--- config.mk ---
export PLATFORM = sky130hd
export DESIGN_NAME = rv_core
export DESIGN_NICKNAME = d
export VERILOG_FILES = /design/src/rv_core_pkg.sv /design/src/completion_buffer.sv /design/src/decode_execute.sv /design/src/fetch_unit.sv /design/src/hazard_unit.sv /design/src/mem_arbiter.sv /design/src/reg_file.sv /design/src/rv_core.sv
export SDC_FILE = /design/constraint.sdc
export NUM_CORES = 2
export LEC_CHECK = 0
export BUFFER_PORTS_ARGS = -buffer_cell sky130_fd_sc_hd__buf_4
export CORE_ASPECT_RATIO = 1.25
export CORE_MARGIN = 5
export CORE_UTILIZATION = 25
export CTS_BUF_LIST = sky130_fd_sc_hd__clkbuf_4
export DETAILED_ROUTE_END_ITERATION = 7
export GPL_TIMING_DRIVEN = 0
export PLACE_DENSITY_LB_ADDON = 0.2
export SYNTH_ARGS = -nofsm -noshare
export SYNTH_HDL_FRONTEND = slang
export SYNTH_HIERARCHICAL = 1
export SYNTH_SLANG_ARGS = --single-unit
--- constraint.sdc ---
create_clock -name CLK -period 5.9 [get_ports CLK]
set_clock_uncertainty 0.15 [all_clocks]
set_input_delay 0.295 -clock CLK [delete_from_list [all_inputs] [get_ports CLK]]
set_output_delay 0.295 -clock CLK [all_outputs]
set_load 0.01 [all_outputs]
--- src/rv_core_pkg.sv ---
/*
 * rv32i core package
 * shared widths, completion buffer size, reset vector and the
 * opcode and bus master state encodings
 */
`default_nettype none

package rv_core_pkg;

  // datapath and register index widths
  localparam int XLEN       = 32;
  localparam int REG_ADDR_W = 5;

  // completion buffer geometry
  localparam int CB_DEPTH = 4;
  localparam int CB_IDX_W = 2;

  localparam logic [XLEN-1:0] RESET_PC = 32'h0000_0000;

  // supported instruction kinds after decode
  typedef enum logic [3:0] {
    OP_ADDI,
    OP_ADD,
    OP_SUB,
    OP_AND,
    OP_OR,
    OP_XOR,
    OP_LUI,
    OP_LW,
    OP_SW,
    OP_ECALL,
    OP_ILLEGAL
  } opcode_t;

  // four-phase master phases
  typedef enum logic [1:0] {
    BUS_IDLE,
    BUS_REQ,
    BUS_RELEASE
  } bus_state_t;

endpackage

`default_nettype wire
--- src/completion_buffer.sv ---
/*
 * completion buffer
 * circular queue filled in program order, completed in any order,
 * retired from the head into the register file
 */
`timescale 1ns/100ps
`default_nettype none

module completion_buffer (
  input  wire logic                               CLK,
  input  wire logic                               nRST,
  input  wire logic                               alloc,
  input  wire logic [rv_core_pkg::REG_ADDR_W-1:0] alloc_rd,
  input  wire logic                               alloc_has_rd,
  input  wire logic                               alloc_halt,
  output logic [rv_core_pkg::CB_IDX_W-1:0]        alloc_idx,
  output logic                                    cb_full,
  output logic [(1<<rv_core_pkg::REG_ADDR_W)-1:0] busy_regs,
  input  wire logic                               complete,
  input  wire logic [rv_core_pkg::CB_IDX_W-1:0]   cmp_idx,
  input  wire logic [rv_core_pkg::XLEN-1:0]       cmp_data,
  output logic                                    wr_en,
  output logic [rv_core_pkg::REG_ADDR_W-1:0]      wr_addr,
  output logic [rv_core_pkg::XLEN-1:0]            wr_data,
  output logic                                    head_is_halt
);

  logic [rv_core_pkg::CB_DEPTH-1:0]   valid_q, done_q, halt_q, has_rd_q;
  logic [rv_core_pkg::REG_ADDR_W-1:0] rd_q   [rv_core_pkg::CB_DEPTH];
  logic [rv_core_pkg::XLEN-1:0]       data_q [rv_core_pkg::CB_DEPTH];
  logic [rv_core_pkg::CB_IDX_W-1:0]   head, tail;
  logic [rv_core_pkg::CB_IDX_W:0]     count;
  logic                               retire;

  assign alloc_idx = tail;
  assign cb_full   = (count == rv_core_pkg::CB_DEPTH);

  // head leaves once its result is in
  assign retire       = valid_q[head] && done_q[head];
  assign wr_en        = retire && has_rd_q[head];
  assign wr_addr      = rd_q[head];
  assign wr_data      = data_q[head];
  assign head_is_halt = retire && halt_q[head];

  // pending mask over all live entries, so a repeated rd stays busy
  always_comb begin
    busy_regs = '0;
    for (int i = 0; i < rv_core_pkg::CB_DEPTH; i++) begin
      if (valid_q[i] && has_rd_q[i])
        busy_regs[rd_q[i]] = 1'b1;
    end
  end

  always_ff @(posedge CLK, negedge nRST) begin
    if (!nRST) begin
      valid_q <= '0;
      done_q  <= '0;
      head    <= '0;
      tail    <= '0;
      count   <= '0;
    end else begin
      if (complete)
        done_q[cmp_idx] <= 1'b1;
      if (retire) begin
        valid_q[head] <= 1'b0;
        head          <= head + 1'b1;
      end
      // ecall is finished as soon as it is allocated
      if (alloc) begin
        valid_q[tail] <= 1'b1;
        done_q[tail]  <= alloc_halt;
        tail          <= tail + 1'b1;
      end
      count <= count + (alloc ? 1'b1 : 1'b0) - (retire ? 1'b1 : 1'b0);
    end
  end

  always_ff @(posedge CLK) begin
    if (alloc) begin
      rd_q[tail]     <= alloc_rd;
      has_rd_q[tail] <= alloc_has_rd;
      halt_q[tail]   <= alloc_halt;
    end
    if (complete)
      data_q[cmp_idx] <= cmp_data;
  end

  // execute only completes entries it allocated and has not finished
  a_cmp_live : assert property (@(posedge CLK) disable iff (!nRST)
    complete |-> valid_q[cmp_idx] && !done_q[cmp_idx]);

endmodule

`default_nettype wire

--- src/decode_execute.sv ---
/*
 * decode and execute stage
 * decodes the fetched word, computes alu results and addresses,
 * runs the data port master and reports completions to the buffer
 */
`timescale 1ns/100ps
`default_nettype none

module decode_execute (
  input  wire logic                               CLK,
  input  wire logic                               nRST,
  input  wire logic                               fd_valid,
  input  wire logic [rv_core_pkg::XLEN-1:0]       fd_instr,
  input  wire logic                               issue,
  output rv_core_pkg::opcode_t                    dec_op,
  output logic [rv_core_pkg::REG_ADDR_W-1:0]      rs1,
  output logic [rv_core_pkg::REG_ADDR_W-1:0]      rs2,
  input  wire logic [rv_core_pkg::XLEN-1:0]       rd1,
  input  wire logic [rv_core_pkg::XLEN-1:0]       rd2,
  output logic                                    alloc,
  output logic [rv_core_pkg::REG_ADDR_W-1:0]      alloc_rd,
  output logic                                    alloc_has_rd,
  output logic                                    alloc_halt,
  input  wire logic [rv_core_pkg::CB_IDX_W-1:0]   alloc_idx,
  output logic                                    complete,
  output logic [rv_core_pkg::CB_IDX_W-1:0]        cmp_idx,
  output logic [rv_core_pkg::XLEN-1:0]            cmp_data,
  output logic                                    d_req,
  output logic                                    d_we,
  output logic [rv_core_pkg::XLEN-1:0]            d_addr,
  output logic [rv_core_pkg::XLEN-1:0]            d_wdata,
  input  wire logic                               d_ack,
  input  wire logic [rv_core_pkg::XLEN-1:0]       d_rdata,
  output logic                                    d_busy
);

  logic [6:0]                        opc;
  logic [2:0]                        funct3;
  logic [rv_core_pkg::XLEN-1:0]      imm_i, imm_s, imm_u, alu_res;
  logic                              is_mem;
  rv_core_pkg::bus_state_t           d_state;
  // alu result waiting one cycle, memory result waiting for a free slot
  logic                              alu_vld, mem_pend;
  logic [rv_core_pkg::CB_IDX_W-1:0]  alu_idx, mem_idx;
  logic [rv_core_pkg::XLEN-1:0]      alu_data, mem_data;

  assign opc    = fd_instr[6:0];
  assign funct3 = fd_instr[14:12];
  assign rs1    = fd_instr[19:15];
  assign rs2    = fd_instr[24:20];
  assign imm_i  = {{20{fd_instr[31]}}, fd_instr[31:20]};
  assign imm_s  = {{20{fd_instr[31]}}, fd_instr[31:25], fd_instr[11:7]};
  assign imm_u  = {fd_instr[31:12], 12'h000};

  always_comb begin
    dec_op = rv_core_pkg::OP_ILLEGAL;
    case (opc)
      7'b0010011: if (funct3 == 3'b000) dec_op = rv_core_pkg::OP_ADDI;
      7'b0110011: begin
        if (fd_instr[31:25] == 7'b0000000) begin
          case (funct3)
            3'b000: dec_op = rv_core_pkg::OP_ADD;
            3'b100: dec_op = rv_core_pkg::OP_XOR;
            3'b110: dec_op = rv_core_pkg::OP_OR;
            3'b111: dec_op = rv_core_pkg::OP_AND;
            default: dec_op = rv_core_pkg::OP_ILLEGAL;
          endcase
        end else if (fd_instr[31:25] == 7'b0100000 && funct3 == 3'b000) begin
          dec_op = rv_core_pkg::OP_SUB;
        end
      end
      7'b0110111: dec_op = rv_core_pkg::OP_LUI;
      7'b0000011: if (funct3 == 3'b010) dec_op = rv_core_pkg::OP_LW;
      7'b0100011: if (funct3 == 3'b010) dec_op = rv_core_pkg::OP_SW;
      // only the plain ecall encoding
      7'b1110011: if (fd_instr == 32'h0000_0073) dec_op = rv_core_pkg::OP_ECALL;
      default: dec_op = rv_core_pkg::OP_ILLEGAL;
    endcase
  end

  always_comb begin
    case (dec_op)
      rv_core_pkg::OP_ADDI: alu_res = rd1 + imm_i;
      rv_core_pkg::OP_ADD:  alu_res = rd1 + rd2;
      rv_core_pkg::OP_SUB:  alu_res = rd1 - rd2;
      rv_core_pkg::OP_AND:  alu_res = rd1 & rd2;
      rv_core_pkg::OP_OR:   alu_res = rd1 | rd2;
      rv_core_pkg::OP_XOR:  alu_res = rd1 ^ rd2;
      rv_core_pkg::OP_LUI:  alu_res = imm_u;
      default:              alu_res = '0;
    endcase
  end

  assign is_mem = (dec_op == rv_core_pkg::OP_LW) || (dec_op == rv_core_pkg::OP_SW);

  // buffer entry reserved in the issue cycle
  assign alloc        = issue;
  assign alloc_rd     = fd_instr[11:7];
  assign alloc_halt   = (dec_op == rv_core_pkg::OP_ECALL);
  assign alloc_has_rd = !(dec_op == rv_core_pkg::OP_SW || alloc_halt) && (alloc_rd != '0);

  // memory completion yields to a same-cycle alu completion
  assign complete = alu_vld || mem_pend;
  assign cmp_idx  = alu_vld ? alu_idx : mem_idx;
  assign cmp_data = alu_vld ? alu_data : mem_data;
  assign d_busy   = (d_state != rv_core_pkg::BUS_IDLE) || mem_pend;

  always_ff @(posedge CLK, negedge nRST) begin
    if (!nRST) begin
      alu_vld  <= 1'b0;
      mem_pend <= 1'b0;
      d_req    <= 1'b0;
      d_state  <= rv_core_pkg::BUS_IDLE;
    end else begin
      alu_vld <= issue && !is_mem && !alloc_halt;
      if (mem_pend && !alu_vld)
        mem_pend <= 1'b0;
      case (d_state)
        rv_core_pkg::BUS_IDLE: begin
          if (issue && is_mem) begin
            d_req   <= 1'b1;
            d_state <= rv_core_pkg::BUS_REQ;
          end
        end
        rv_core_pkg::BUS_REQ: begin
          if (d_ack) begin
            d_req    <= 1'b0;
            mem_pend <= 1'b1;
            d_state  <= rv_core_pkg::BUS_RELEASE;
          end
        end
        rv_core_pkg::BUS_RELEASE: begin
          if (!d_ack)
            d_state <= rv_core_pkg::BUS_IDLE;
        end
        default: d_state <= rv_core_pkg::BUS_IDLE;
      endcase
    end
  end

  // payload registers
  always_ff @(posedge CLK) begin
    alu_idx  <= alloc_idx;
    alu_data <= alu_res;
    if (issue && is_mem) begin
      mem_idx <= alloc_idx;
      d_we    <= (dec_op == rv_core_pkg::OP_SW);
      d_addr  <= rd1 + ((dec_op == rv_core_pkg::OP_SW) ? imm_s : imm_i);
      d_wdata <= rd2;
    end
    if (d_state == rv_core_pkg::BUS_REQ && d_ack)
      mem_data <= d_rdata;
  end

  // hazard control drops unknown words instead of issuing them
  a_no_illegal : assert property (@(posedge CLK) disable iff (!nRST)
    issue |-> fd_valid && dec_op != rv_core_pkg::OP_ILLEGAL);

endmodule

`default_nettype wire

--- src/fetch_unit.sv ---
/*
 * fetch unit
 * program counter plus four-phase master on the arbiter fetch port,
 * holds one fetched word until decode takes it
 */
`timescale 1ns/100ps
`default_nettype none

module fetch_unit (
  input  wire logic                         CLK,
  input  wire logic                         nRST,
  input  wire logic                         stall,
  input  wire logic                         halt,
  output logic                              if_req,
  output logic [rv_core_pkg::XLEN-1:0]      if_addr,
  input  wire logic                         if_ack,
  input  wire logic [rv_core_pkg::XLEN-1:0] if_rdata,
  output logic                              fd_valid,
  output logic [rv_core_pkg::XLEN-1:0]      fd_instr
);

  rv_core_pkg::bus_state_t state;
  logic                    consume;

  // word leaves this cycle
  assign consume = fd_valid && !stall;

  // pc is the address of the outstanding or next fetch
  always_ff @(posedge CLK, negedge nRST) begin
    if (!nRST) begin
      state    <= rv_core_pkg::BUS_IDLE;
      if_req   <= 1'b0;
      if_addr  <= rv_core_pkg::RESET_PC;
      fd_valid <= 1'b0;
    end else begin
      if (consume)
        fd_valid <= 1'b0;
      case (state)
        rv_core_pkg::BUS_IDLE: begin
          // only one word buffered, slave ack must be low
          if (!halt && !if_ack && (!fd_valid || consume)) begin
            if_req <= 1'b1;
            state  <= rv_core_pkg::BUS_REQ;
          end
        end
        rv_core_pkg::BUS_REQ: begin
          if (if_ack) begin
            if_req   <= 1'b0;
            fd_valid <= 1'b1;
            if_addr  <= if_addr + 32'd4;
            state    <= rv_core_pkg::BUS_RELEASE;
          end
        end
        rv_core_pkg::BUS_RELEASE: begin
          if (!if_ack)
            state <= rv_core_pkg::BUS_IDLE;
        end
        default: state <= rv_core_pkg::BUS_IDLE;
      endcase
    end
  end

  // instruction word is payload
  always_ff @(posedge CLK) begin
    if (state == rv_core_pkg::BUS_REQ && if_ack)
      fd_instr <= if_rdata;
  end

  // request held until the arbiter forwards an ack
  a_req_held : assert property (@(posedge CLK) disable iff (!nRST)
    if_req && !if_ack |=> if_req);

endmodule

`default_nettype wire

--- src/hazard_unit.sv ---
/*
 * hazard control
 * decides each cycle whether the fetched word issues, stalls or is
 * dropped, and raises halt once ecall retires
 */
`timescale 1ns/100ps
`default_nettype none

module hazard_unit (
  input  wire logic                               CLK,
  input  wire logic                               nRST,
  input  wire logic                               fd_valid,
  input  rv_core_pkg::opcode_t                    dec_op,
  input  wire logic [rv_core_pkg::REG_ADDR_W-1:0] rs1,
  input  wire logic [rv_core_pkg::REG_ADDR_W-1:0] rs2,
  input  wire logic [(1<<rv_core_pkg::REG_ADDR_W)-1:0] busy_regs,
  input  wire logic                               cb_full,
  input  wire logic                               d_busy,
  input  wire logic                               head_is_halt,
  output logic                                    stall,
  output logic                                    issue,
  output logic                                    halt
);

  logic uses_rs1, uses_rs2, is_mem, src_busy, may_go, ecall_seen;

  // source usage per kind
  assign uses_rs2 = (dec_op == rv_core_pkg::OP_ADD) || (dec_op == rv_core_pkg::OP_SUB) ||
                    (dec_op == rv_core_pkg::OP_AND) || (dec_op == rv_core_pkg::OP_OR)  ||
                    (dec_op == rv_core_pkg::OP_XOR) || (dec_op == rv_core_pkg::OP_SW);
  assign uses_rs1 = uses_rs2 || (dec_op == rv_core_pkg::OP_ADDI) ||
                    (dec_op == rv_core_pkg::OP_LW);
  assign is_mem   = (dec_op == rv_core_pkg::OP_LW) || (dec_op == rv_core_pkg::OP_SW);

  // no bypass, wait until the writer retires
  assign src_busy = (uses_rs1 && busy_regs[rs1]) || (uses_rs2 && busy_regs[rs2]);

  // nothing issues behind an ecall
  assign may_go = !cb_full && !src_busy && !(is_mem && d_busy) && !ecall_seen && !halt;

  assign stall = fd_valid && !may_go;
  // unknown words are consumed without an entry
  assign issue = fd_valid && may_go && (dec_op != rv_core_pkg::OP_ILLEGAL);

  always_ff @(posedge CLK, negedge nRST) begin
    if (!nRST) begin
      ecall_seen <= 1'b0;
      halt       <= 1'b0;
    end else begin
      if (issue && dec_op == rv_core_pkg::OP_ECALL)
        ecall_seen <= 1'b1;
      if (head_is_halt)
        halt <= 1'b1;
    end
  end

endmodule

`default_nettype wire

--- src/mem_arbiter.sv ---
/*
 * memory arbiter
 * forwards one four-phase requester at a time onto the external bus,
 * data before fetch, grant held until the slave drops ack
 */
`timescale 1ns/100ps
`default_nettype none

module mem_arbiter (
  input  wire logic                         CLK,
  input  wire logic                         nRST,
  input  wire logic                         if_req,
  input  wire logic [rv_core_pkg::XLEN-1:0] if_addr,
  output logic                              if_ack,
  output logic [rv_core_pkg::XLEN-1:0]      if_rdata,
  input  wire logic                         d_req,
  input  wire logic                         d_we,
  input  wire logic [rv_core_pkg::XLEN-1:0] d_addr,
  input  wire logic [rv_core_pkg::XLEN-1:0] d_wdata,
  output logic                              d_ack,
  output logic [rv_core_pkg::XLEN-1:0]      d_rdata,
  output logic                              bus_req,
  output logic                              bus_we,
  output logic [rv_core_pkg::XLEN-1:0]      bus_addr,
  output logic [rv_core_pkg::XLEN-1:0]      bus_wdata,
  input  wire logic [rv_core_pkg::XLEN-1:0] bus_rdata,
  input  wire logic                         bus_ack
);

  rv_core_pkg::bus_state_t state;
  logic                    grant_d, active;

  always_ff @(posedge CLK, negedge nRST) begin
    if (!nRST) begin
      state   <= rv_core_pkg::BUS_IDLE;
      grant_d <= 1'b0;
    end else begin
      case (state)
        rv_core_pkg::BUS_IDLE: begin
          // previous ack must be gone first
          if (!bus_ack && (d_req || if_req)) begin
            grant_d <= d_req;
            state   <= rv_core_pkg::BUS_REQ;
          end
        end
        rv_core_pkg::BUS_REQ: begin
          if (bus_ack)
            state <= rv_core_pkg::BUS_RELEASE;
        end
        rv_core_pkg::BUS_RELEASE: begin
          if (!bus_ack)
            state <= rv_core_pkg::BUS_IDLE;
        end
        default: state <= rv_core_pkg::BUS_IDLE;
      endcase
    end
  end

  assign active = (state != rv_core_pkg::BUS_IDLE);

  // bus side follows the granted port
  assign bus_req   = (state == rv_core_pkg::BUS_REQ);
  assign bus_we    = grant_d && d_we;
  assign bus_addr  = grant_d ? d_addr : if_addr;
  assign bus_wdata = grant_d ? d_wdata : '0;

  // ack and read data only to the owner
  assign if_ack   = active && !grant_d && bus_ack;
  assign d_ack    = active && grant_d && bus_ack;
  assign if_rdata = grant_d ? '0 : bus_rdata;
  assign d_rdata  = grant_d ? bus_rdata : '0;

  // requesters hold their address for the whole grant
  a_addr_stable : assert property (@(posedge CLK) disable iff (!nRST)
    bus_req |=> !bus_req || $stable(bus_addr));

endmodule

`default_nettype wire

--- src/reg_file.sv ---
/*
 * integer register file
 * 31 storage registers, x0 reads zero, two async reads, one write
 */
`timescale 1ns/100ps
`default_nettype none

module reg_file (
  input  wire logic                               CLK,
  input  wire logic                               nRST,
  input  wire logic [rv_core_pkg::REG_ADDR_W-1:0] rs1,
  input  wire logic [rv_core_pkg::REG_ADDR_W-1:0] rs2,
  output logic [rv_core_pkg::XLEN-1:0]            rd1,
  output logic [rv_core_pkg::XLEN-1:0]            rd2,
  input  wire logic                               wr_en,
  input  wire logic [rv_core_pkg::REG_ADDR_W-1:0] wr_addr,
  input  wire logic [rv_core_pkg::XLEN-1:0]       wr_data
);

  logic [rv_core_pkg::XLEN-1:0] regs [1:31];

  always_ff @(posedge CLK, negedge nRST) begin
    if (!nRST) begin
      for (int i = 1; i < 32; i++)
        regs[i] <= '0;
    end else if (wr_en && wr_addr != '0) begin
      regs[wr_addr] <= wr_data;
    end
  end

  // x0 never stored
  assign rd1 = (rs1 == '0) ? '0 : regs[rs1];
  assign rd2 = (rs2 == '0) ? '0 : regs[rs2];

endmodule

`default_nettype wire

--- src/rv_core.sv ---
/*
 * rv32i core top level
 * fetch, decode/execute, completion buffer, register file and hazard
 * control sharing one four-phase external bus through the arbiter
 */
`timescale 1ns/100ps
`default_nettype none

module rv_core (
  input  wire logic                         CLK,
  input  wire logic                         nRST,
  output logic                              bus_req,
  output logic                              bus_we,
  output logic [rv_core_pkg::XLEN-1:0]      bus_addr,
  output logic [rv_core_pkg::XLEN-1:0]      bus_wdata,
  input  wire logic [rv_core_pkg::XLEN-1:0] bus_rdata,
  input  wire logic                         bus_ack,
  output logic                              halt
);

  // fetch port and fetch to decode
  logic                                if_req, if_ack;
  logic [rv_core_pkg::XLEN-1:0]        if_addr, if_rdata;
  logic                                fd_valid;
  logic [rv_core_pkg::XLEN-1:0]        fd_instr;

  // hazard control
  logic                                stall, issue;
  rv_core_pkg::opcode_t                dec_op;

  // register file reads and retire writes
  logic [rv_core_pkg::REG_ADDR_W-1:0]  rs1, rs2, wr_addr;
  logic [rv_core_pkg::XLEN-1:0]        rd1, rd2, wr_data;
  logic                                wr_en;

  // completion buffer
  logic                                alloc, alloc_has_rd, alloc_halt;
  logic [rv_core_pkg::REG_ADDR_W-1:0]  alloc_rd;
  logic [rv_core_pkg::CB_IDX_W-1:0]    alloc_idx, cmp_idx;
  logic                                complete, cb_full, head_is_halt;
  logic [rv_core_pkg::XLEN-1:0]        cmp_data;
  logic [(1<<rv_core_pkg::REG_ADDR_W)-1:0] busy_regs;

  // data port
  logic                                d_req, d_we, d_ack, d_busy;
  logic [rv_core_pkg::XLEN-1:0]        d_addr, d_wdata, d_rdata;

  fetch_unit u_fetch (.*);

  decode_execute u_dec (.*);

  completion_buffer u_cb (.*);

  reg_file u_rf (.*);

  hazard_unit u_haz (.*);

  mem_arbiter u_arb (.*);

endmodule

`default_nettype wire

=== Word level (Yosys, flattened, before mapping) ===
Memory sizes are Yosys's and may differ from the RTL's.
Index checks and enable logic that the tools add are counted.

* Bits in writable memories: 148
* Memory bits (read-only): 0
* Latch bits: 0
* Memories: 2
* Output and inout port bits: 67
* Bits of input ports: 35
* Bits in registers: 1,226

* Divide/modulo/power cells: 0
* Multiply operators: 0
* Mux-type cells: 92
* Eq/ne operators: 38
* Order comparisons: 20
* Reductions and logical operators: 94
* Shift-type cells: 0
* Bitwise gates (word level): 13
* $add $sub $neg: 9

{| class="wikitable"
|+ Memory list
! memory !! depth !! width !! rd ports !! clocked after Yosys merged registers in !! write ports !! RTL line !! RTL
|-
| u_cb.data_q || 4 || 32 || 1 || 0 || 1 || completion_buffer.sv:30 || <nowiki>logic [rv_core_pkg::XLEN-1:0] data_q [rv_core_pkg::CB_DEPTH];</nowiki>
|-
| u_cb.rd_q || 4 || 5 || 5 || 0 || 1 || completion_buffer.sv:29 || <nowiki>logic [rv_core_pkg::REG_ADDR_W-1:0] rd_q [rv_core_pkg::CB_DEPTH];</nowiki>
|}

{| class="wikitable"
|+ Operator list
! cell !! count
|-
| bitwise mux 992 bit || 1
|-
| 2-to-1 mux 32 bit || 14
|-
| binary-select mux 32 bit (select 5 bit) || 2
|-
| case mux 32 bit (7 select lines) || 1
|-
| demux 32 bit (select 5 bit) || 1
|-
| bitwise OR 32 bit || 4
|-
| adder 32 bit || 3
|-
| logical AND 1 bit || 44
|-
| < comparator 5 x 6 -> 1 bit, second input constant || 6
|-
| adder 32 x 3 -> 32 bit, second input constant || 1
|-
| bitwise AND 32 bit || 1
|-
| == test 32 x 7 -> 1 bit, second input constant || 1
|-
| 2-to-1 mux 4 bit || 8
|-
| subtractor 32 bit || 1
|-
| XOR 32 bit || 1
|-
| 2-to-1 mux 1 bit || 29
|-
| == test 7 x 6 -> 1 bit, second input constant || 4
|-
| 2-to-1 mux 2 bit || 12
|-
| case mux 4 bit (6 select lines) || 1
|-
| demux 1 bit (select 5 bit) || 4
|-
| >= comparator 5 x 1 -> 1 bit, second input constant || 4
|-
| >= comparator 6 bit, second input constant || 3
|-
| inverter 5 -> 6 bit || 3
|-
| case mux 2 bit (3 select lines) || 3
|-
| other kinds (41) || 114
|}

=== Longest topological paths before layout ===
An unclocked memory read counts as a cell.

* Depth after elaboration: 29
* Mapped depth: 30
* Gate-level depth less buffers: 26

=== Modules after synthesis ===
The synthesis kept the hierarchy.

{| class="wikitable"
|+ By module, submodules not included
! module !! area an instance (µm²) !! instances !! cells each
|-
| reg_file || 53,505.1 || 1 || 3,665
|-
| decode_execute || 11,280.8 || 1 || 1,225
|-
| completion_buffer || 7,672.4 || 1 || 458
|-
| fetch_unit || 2,516.2 || 1 || 165
|-
| mem_arbiter || 1,183.6 || 1 || 158
|-
| hazard_unit || 782.0 || 1 || 74
|}

=== Worst setup path after synthesis ===
Ideal clock, no wire load.

* Path type: register to register
* From: register u_fetch/fd_instr[20] (netlist name)
* To: register u_dec/alu_data[31] (netlist name)
* Required time: 5.626 ns
* Path slack: -0.340 ns
* Stages on the path, launching flop included: 27
* Arrival: 5.965 ns
* Library setup time: 0.124 ns
* Cells stage by stage: edfxtp_1 > buf_4 > buf_2 > buf_2 > mux4_2 > mux2_2 > o211ai_1 > o21ai_1 > or4_4 > or4_4 > nor3_2 > nand2_1 > o41ai_1 > a21oi_1 > o21a_1 > ha_1 > clkbuf_1 > o21ai_0 > nand2b_1 > a21oi_1 > o31ai_1 > a22o_1 > a31oi_1 > a211o_1 > o31ai_1 > xnor2_1 > o21ai_1

* Cells in the longest elaborated chain, start to end: 7
* Elaborated cells on any way between the ends: 23

{| class="wikitable"
|+ Ends and longest elaborated chain
! item !! RTL line !! RTL
|-
| from (decl) || fetch_unit.sv:19 || <nowiki>output logic [rv_core_pkg::XLEN-1:0] fd_instr</nowiki>
|-
| from (signal assigned) || fetch_unit.sv:66 || <nowiki>fd_instr <= if_rdata;</nowiki>
|-
| inverter 5 -> 6 bit (not written as such) || reg_file.sv:33 || <nowiki>assign rd2 = (rs2 == '0) ? '0 : regs[rs2];</nowiki>
|-
| binary-select mux 32 bit (select 5 bit) || reg_file.sv:33 ||
|-
| 2-to-1 mux 32 bit (not written as such) (2 in series) || reg_file.sv:33 ||
|-
| 2-to-1 mux 32 bit * || reg_file.sv:33 ||
|-
| net rd2, one bit || rv_core.sv:33 || <nowiki>logic [rv_core_pkg::XLEN-1:0] rd1, rd2, wr_data;</nowiki>
|-
| subtractor 32 bit / adder 32 bit (equally long branches) || decode_execute.sv:85, decode_execute.sv:84 ||
|-
| case mux 32 bit (7 select lines) * || decode_execute.sv:82 || <nowiki>case (dec_op)</nowiki>
|-
| to (signal assigned) || decode_execute.sv:144 || <nowiki>alu_data <= alu_res;</nowiki>
|-
| to (decl) || decode_execute.sv:45 || <nowiki>logic [rv_core_pkg::XLEN-1:0] alu_data, mem_data;</nowiki>
|}

The timed path passes the listed nets; every way through them passes the cells marked *. The select of a mux whose other input is x is not followed.
A chain may end at the register's enable or synchronous reset.

=== Worst setup path after layout ===
* From: register u_fetch/fd_instr[20] (netlist name)
* To: register u_dec/alu_data[25] (netlist name)

Same word-level chain as after synthesis.

==> results by group <==
Timing
  – RSZ-0062 raised after global routing: yes
  – TNS Setup: -17.62 ns
  – Achievable Freq: 143 MHz
  – Setup-failing EPs final: 23
  – Worst-Margin Slew: 1.44 ns
  – Max Slew Vio Count: 0
  – Fin. Hold Viols: 0
  – WHS: 0.309 ns
  – Max-slew headroom: 0.0364
  – Crit path time final: 7.01 ns
  – Final worst slack: -1.11 ns
  – Final period util: 1.19

Critical path
  – CP Data Required Time: 6.81 ns
  – Reg2reg end: u_dec/alu_data[25]
  – Max incr delay on CP: 0.53 ns
  – Worst Reg-to-Reg Cells: 30
  – CP arrival: 7.92 ns
  – Reg2reg start: u_fetch/fd_instr[20]
  – Family with the most delay on the worst path: compound AO/OA/AOI/OAI gates
  – Crit path top cell by count: buf_6
  – CP Launch Type: flop
  – Worst setup EP type: flop
  – Worst path buffer plus inverter count: 9
  – WS Path Type: flop to flop
  – Slowest-stage cell, CP: or4_4
  – Reg2Reg Setup Slack: -1.11 ns
  – Critical Path Fanout Max: 10

Drt
  – Top layer in use: met5
  – Final antenna-violating net count: 0
  – Metal2 WL: 167000 microns
  – Remaining DRCs: 0
  – Drt total wl: 332000 microns
  – Via/cell ratio: 5.21
  – Initial DRT Pass Iterations: 5
  – Initial DRC Count: 4503
  – Wl on met1: 127000 microns
  – Wire length per cell: 31.0 microns
  – Vias after detailed routing: 55777
  – Metal3 WL: 16200 microns

Floorplan
  – Die Y: 630 microns
  – Starting Density: 0.251
  – Die Wd: 506 microns
  – IO Pins: 102
  – Core Box Area: 0.306 sq mm
  – Area of the die: 0.319 sq mm
  – # rows: 227

Outcome
  – Violations in the final reports: negative setup slack
  – Status: finished with violations

GRT
  – Global route overflow: 0
  – First-pass GRT wire length: 458000 microns
  – Vias in the first global route: 57935
  – Gr usage total: 0.201
  – Initial antenna violation count: 21
  – Pin count of the biggest net entering global routing: 168

Layout
  – Commonest non-fill, non-tap cells in the layout: 1051 x dfrtp_1, 888 x mux2_2, 563 x clkbuf_4
  – Seq. cell area: 0.0356 sq mm
  – Area of the multi-input gates: 0.0401 sq mm
  – Filler instances: 31254
  – Post-layout util: 0.300
  – Commonest non-fill, non-tap cell in the layout: dfrtp_1
  – Nets: 6594
  – Layout cells sized above 1: 0.409
  – Area growth, synth to finish: 19.3%

Synth
  – Synth area leader: dfrtp_1
  – Synth Instances: 5745
  – Yosys warns: 6
  – Number of synthesized flops with an enable pin: 287
  – Sequential share of the synthesized area: 0.463
  – Synth area leaders: dfrtp_1 34%, mux4_2 13%, mux2_2 13%, edfxtp_1 11%, mux2_1 4.0%
  – Yosys reg bits: 1372
  – Cell variety after synth: 119
  – Top_reg_cell synth: dfrtp_1
  – Mapped cell area: 0.0769 sq mm
  – Async set or reset register ratio after synthesis: 0.766
  – Mean area per synthesized cell: 13.4 sq um
  – Synth top area share: 0.342

CTS
  – CTS H-Tree Depth: 5
  – Max Root-Sink Buffers: 4
  – Total CTS buffers: 372
  – CTS sink cnt: 1372
  – Root Buffer: clkbuf_4
  – Clock slew at reported path FFs: 0.07 ns
  – CTS tree: yes
  – Worst skew pair latency: 1.28 ns

Pwr
  – Worst VDD drop: 0.221 mV
  – Leakage power: 40.0 nW
  – Total Power: 25.2 mW
  – Pwr Density: 274 mW/mm^2

Min path
  – Hold Crit Class: flop to flop
  – Min-Delay Path Depth: 1
  – Hold Crit Start: u_haz/ecall_seen
  – Hold path endpoint: u_haz/ecall_seen

Placed design
  – Routability cong.: 0.948
  – DP HPWL: 249000 microns
  – Dpl ws: -4.02 ns
  – I/O Buffers: 101

Flow run
  – MaxCap Viol Count: 0
## cells by family after synthesis
group / synth area share
fa+ha+maj: 0.0244
flops: 0.463
xor+xnor: 0.0107
mux: 0.332
buf+inv: 0.0362
other cells: 0.0000487
simple gates: 0.0674
compound gates: 0.0665
## power by group
| group | internal, mW | total (mW) | switching, mW | leakage [nW] |
|---|---|---|---|---|
| Combinational | 1.96 | 6.16 | 4.20 | 19.6 |
| Sequential | 9.94 | 10.2 | 0.218 | 17.5 |
| Clock | 4.46 | 8.84 | 4.38 | 2.82 |
| Total | 16.4 | 25.2 | 8.80 | 40.0 |
## cell usage after synthesis, drive strengths merged (46+ instances only)
library cell and count:
mux2 1169, dfrtp 1051, mux4 455, edfxtp 287, buf 278, clkbuf 225, nand2 225, mux2i 210
nor2 154, o21ai 148, a21oi 145, ha 145, nor2b 129, inv 105, and2 88, nor3 88
a221oi 74, xnor2 70, a31oi 52, o211ai 51, o221ai 49, nand3 46
## timing repair
item / in CTS / in global routing
hold buffers: 70 / 0
endpoints found under the setup margin: 156 / 34
endpoints found under the hold margin: 585 / 0
gates cloned: 1 / 0
resized for setup: 443 / 116
pin swaps: 67 / 46
buffers inserted: 89 / 21
## metrics by stage
stage	instance area, sq um	std cells
2_1_floorplan	77100	5746
3_3_place_gp	82800	9854
3_5_place_dp	83300	9876
4_1_cts	91100	10683
5_1_grt	91700	10704
6_report	91800	10712
## registers in the layout (all words and copies together), names as in the netlist, 20 cells and up
name	flops
u_fetch/fd_instr	32
u_rf/regs	992
u_dec/d_wdata	32
u_fetch/if_addr	30
u_dec/d_addr	32
u_cb/rd_q	20
u_dec/alu_data	32
u_dec/mem_data	32
u_cb/data_q	128
## worst max path at each step
stage | from | endpoint | slack (ns) | cells after the start
final | u_fetch/fd_instr[20] | u_dec/alu_data[25] | -1.11 | 30
after global routing | u_fetch/fd_instr[21] | u_dec/alu_data[31] | -1.17 | 27
after CTS | u_fetch/fd_instr[20] | u_dec/alu_data[31] | -1.18 | 28
after detailed placement | u_fetch/fd_instr[20] | u_dec/alu_data[31] | -4.02 | 28
after global placement | nRST | u_rf/regs[642] | -9.45 | 1
after floorplan | u_fetch/fd_instr[20] | u_dec/alu_data[31] | -0.009 | 24
## layout make-up
cell class,instances,share of cell area
multi-input combinational,3766,0.437
antenna,14,0.000382
buffer,491,0.0338
inverter,105,0.00435
tap,4007,0.0546
timing repair buffer,303,0.0314
sequential,1372,0.388
clock buffer,548,0.0448
clock inverter,106,0.00610
## worst register-to-register path: cells and delay by family, from the launching register on
family	cells	cell delay, ns
xor gates and xnor gates	1	0.23
DFF	1	0.38
adders and majority gates	1	0.25
and+or+nand+nor	8	1.86
AOI/OAI and AO/OA	11	2.43
buffers and inverters	9	1.53
## layer usage
metal  track usage  up-vias
li1              -    23541
met1         0.232    29397
met2         0.356     2154
met3        0.0303      677
met4         0.113        8
met5             0        -
Note: power is estimated with default switching activity, not from simulation.
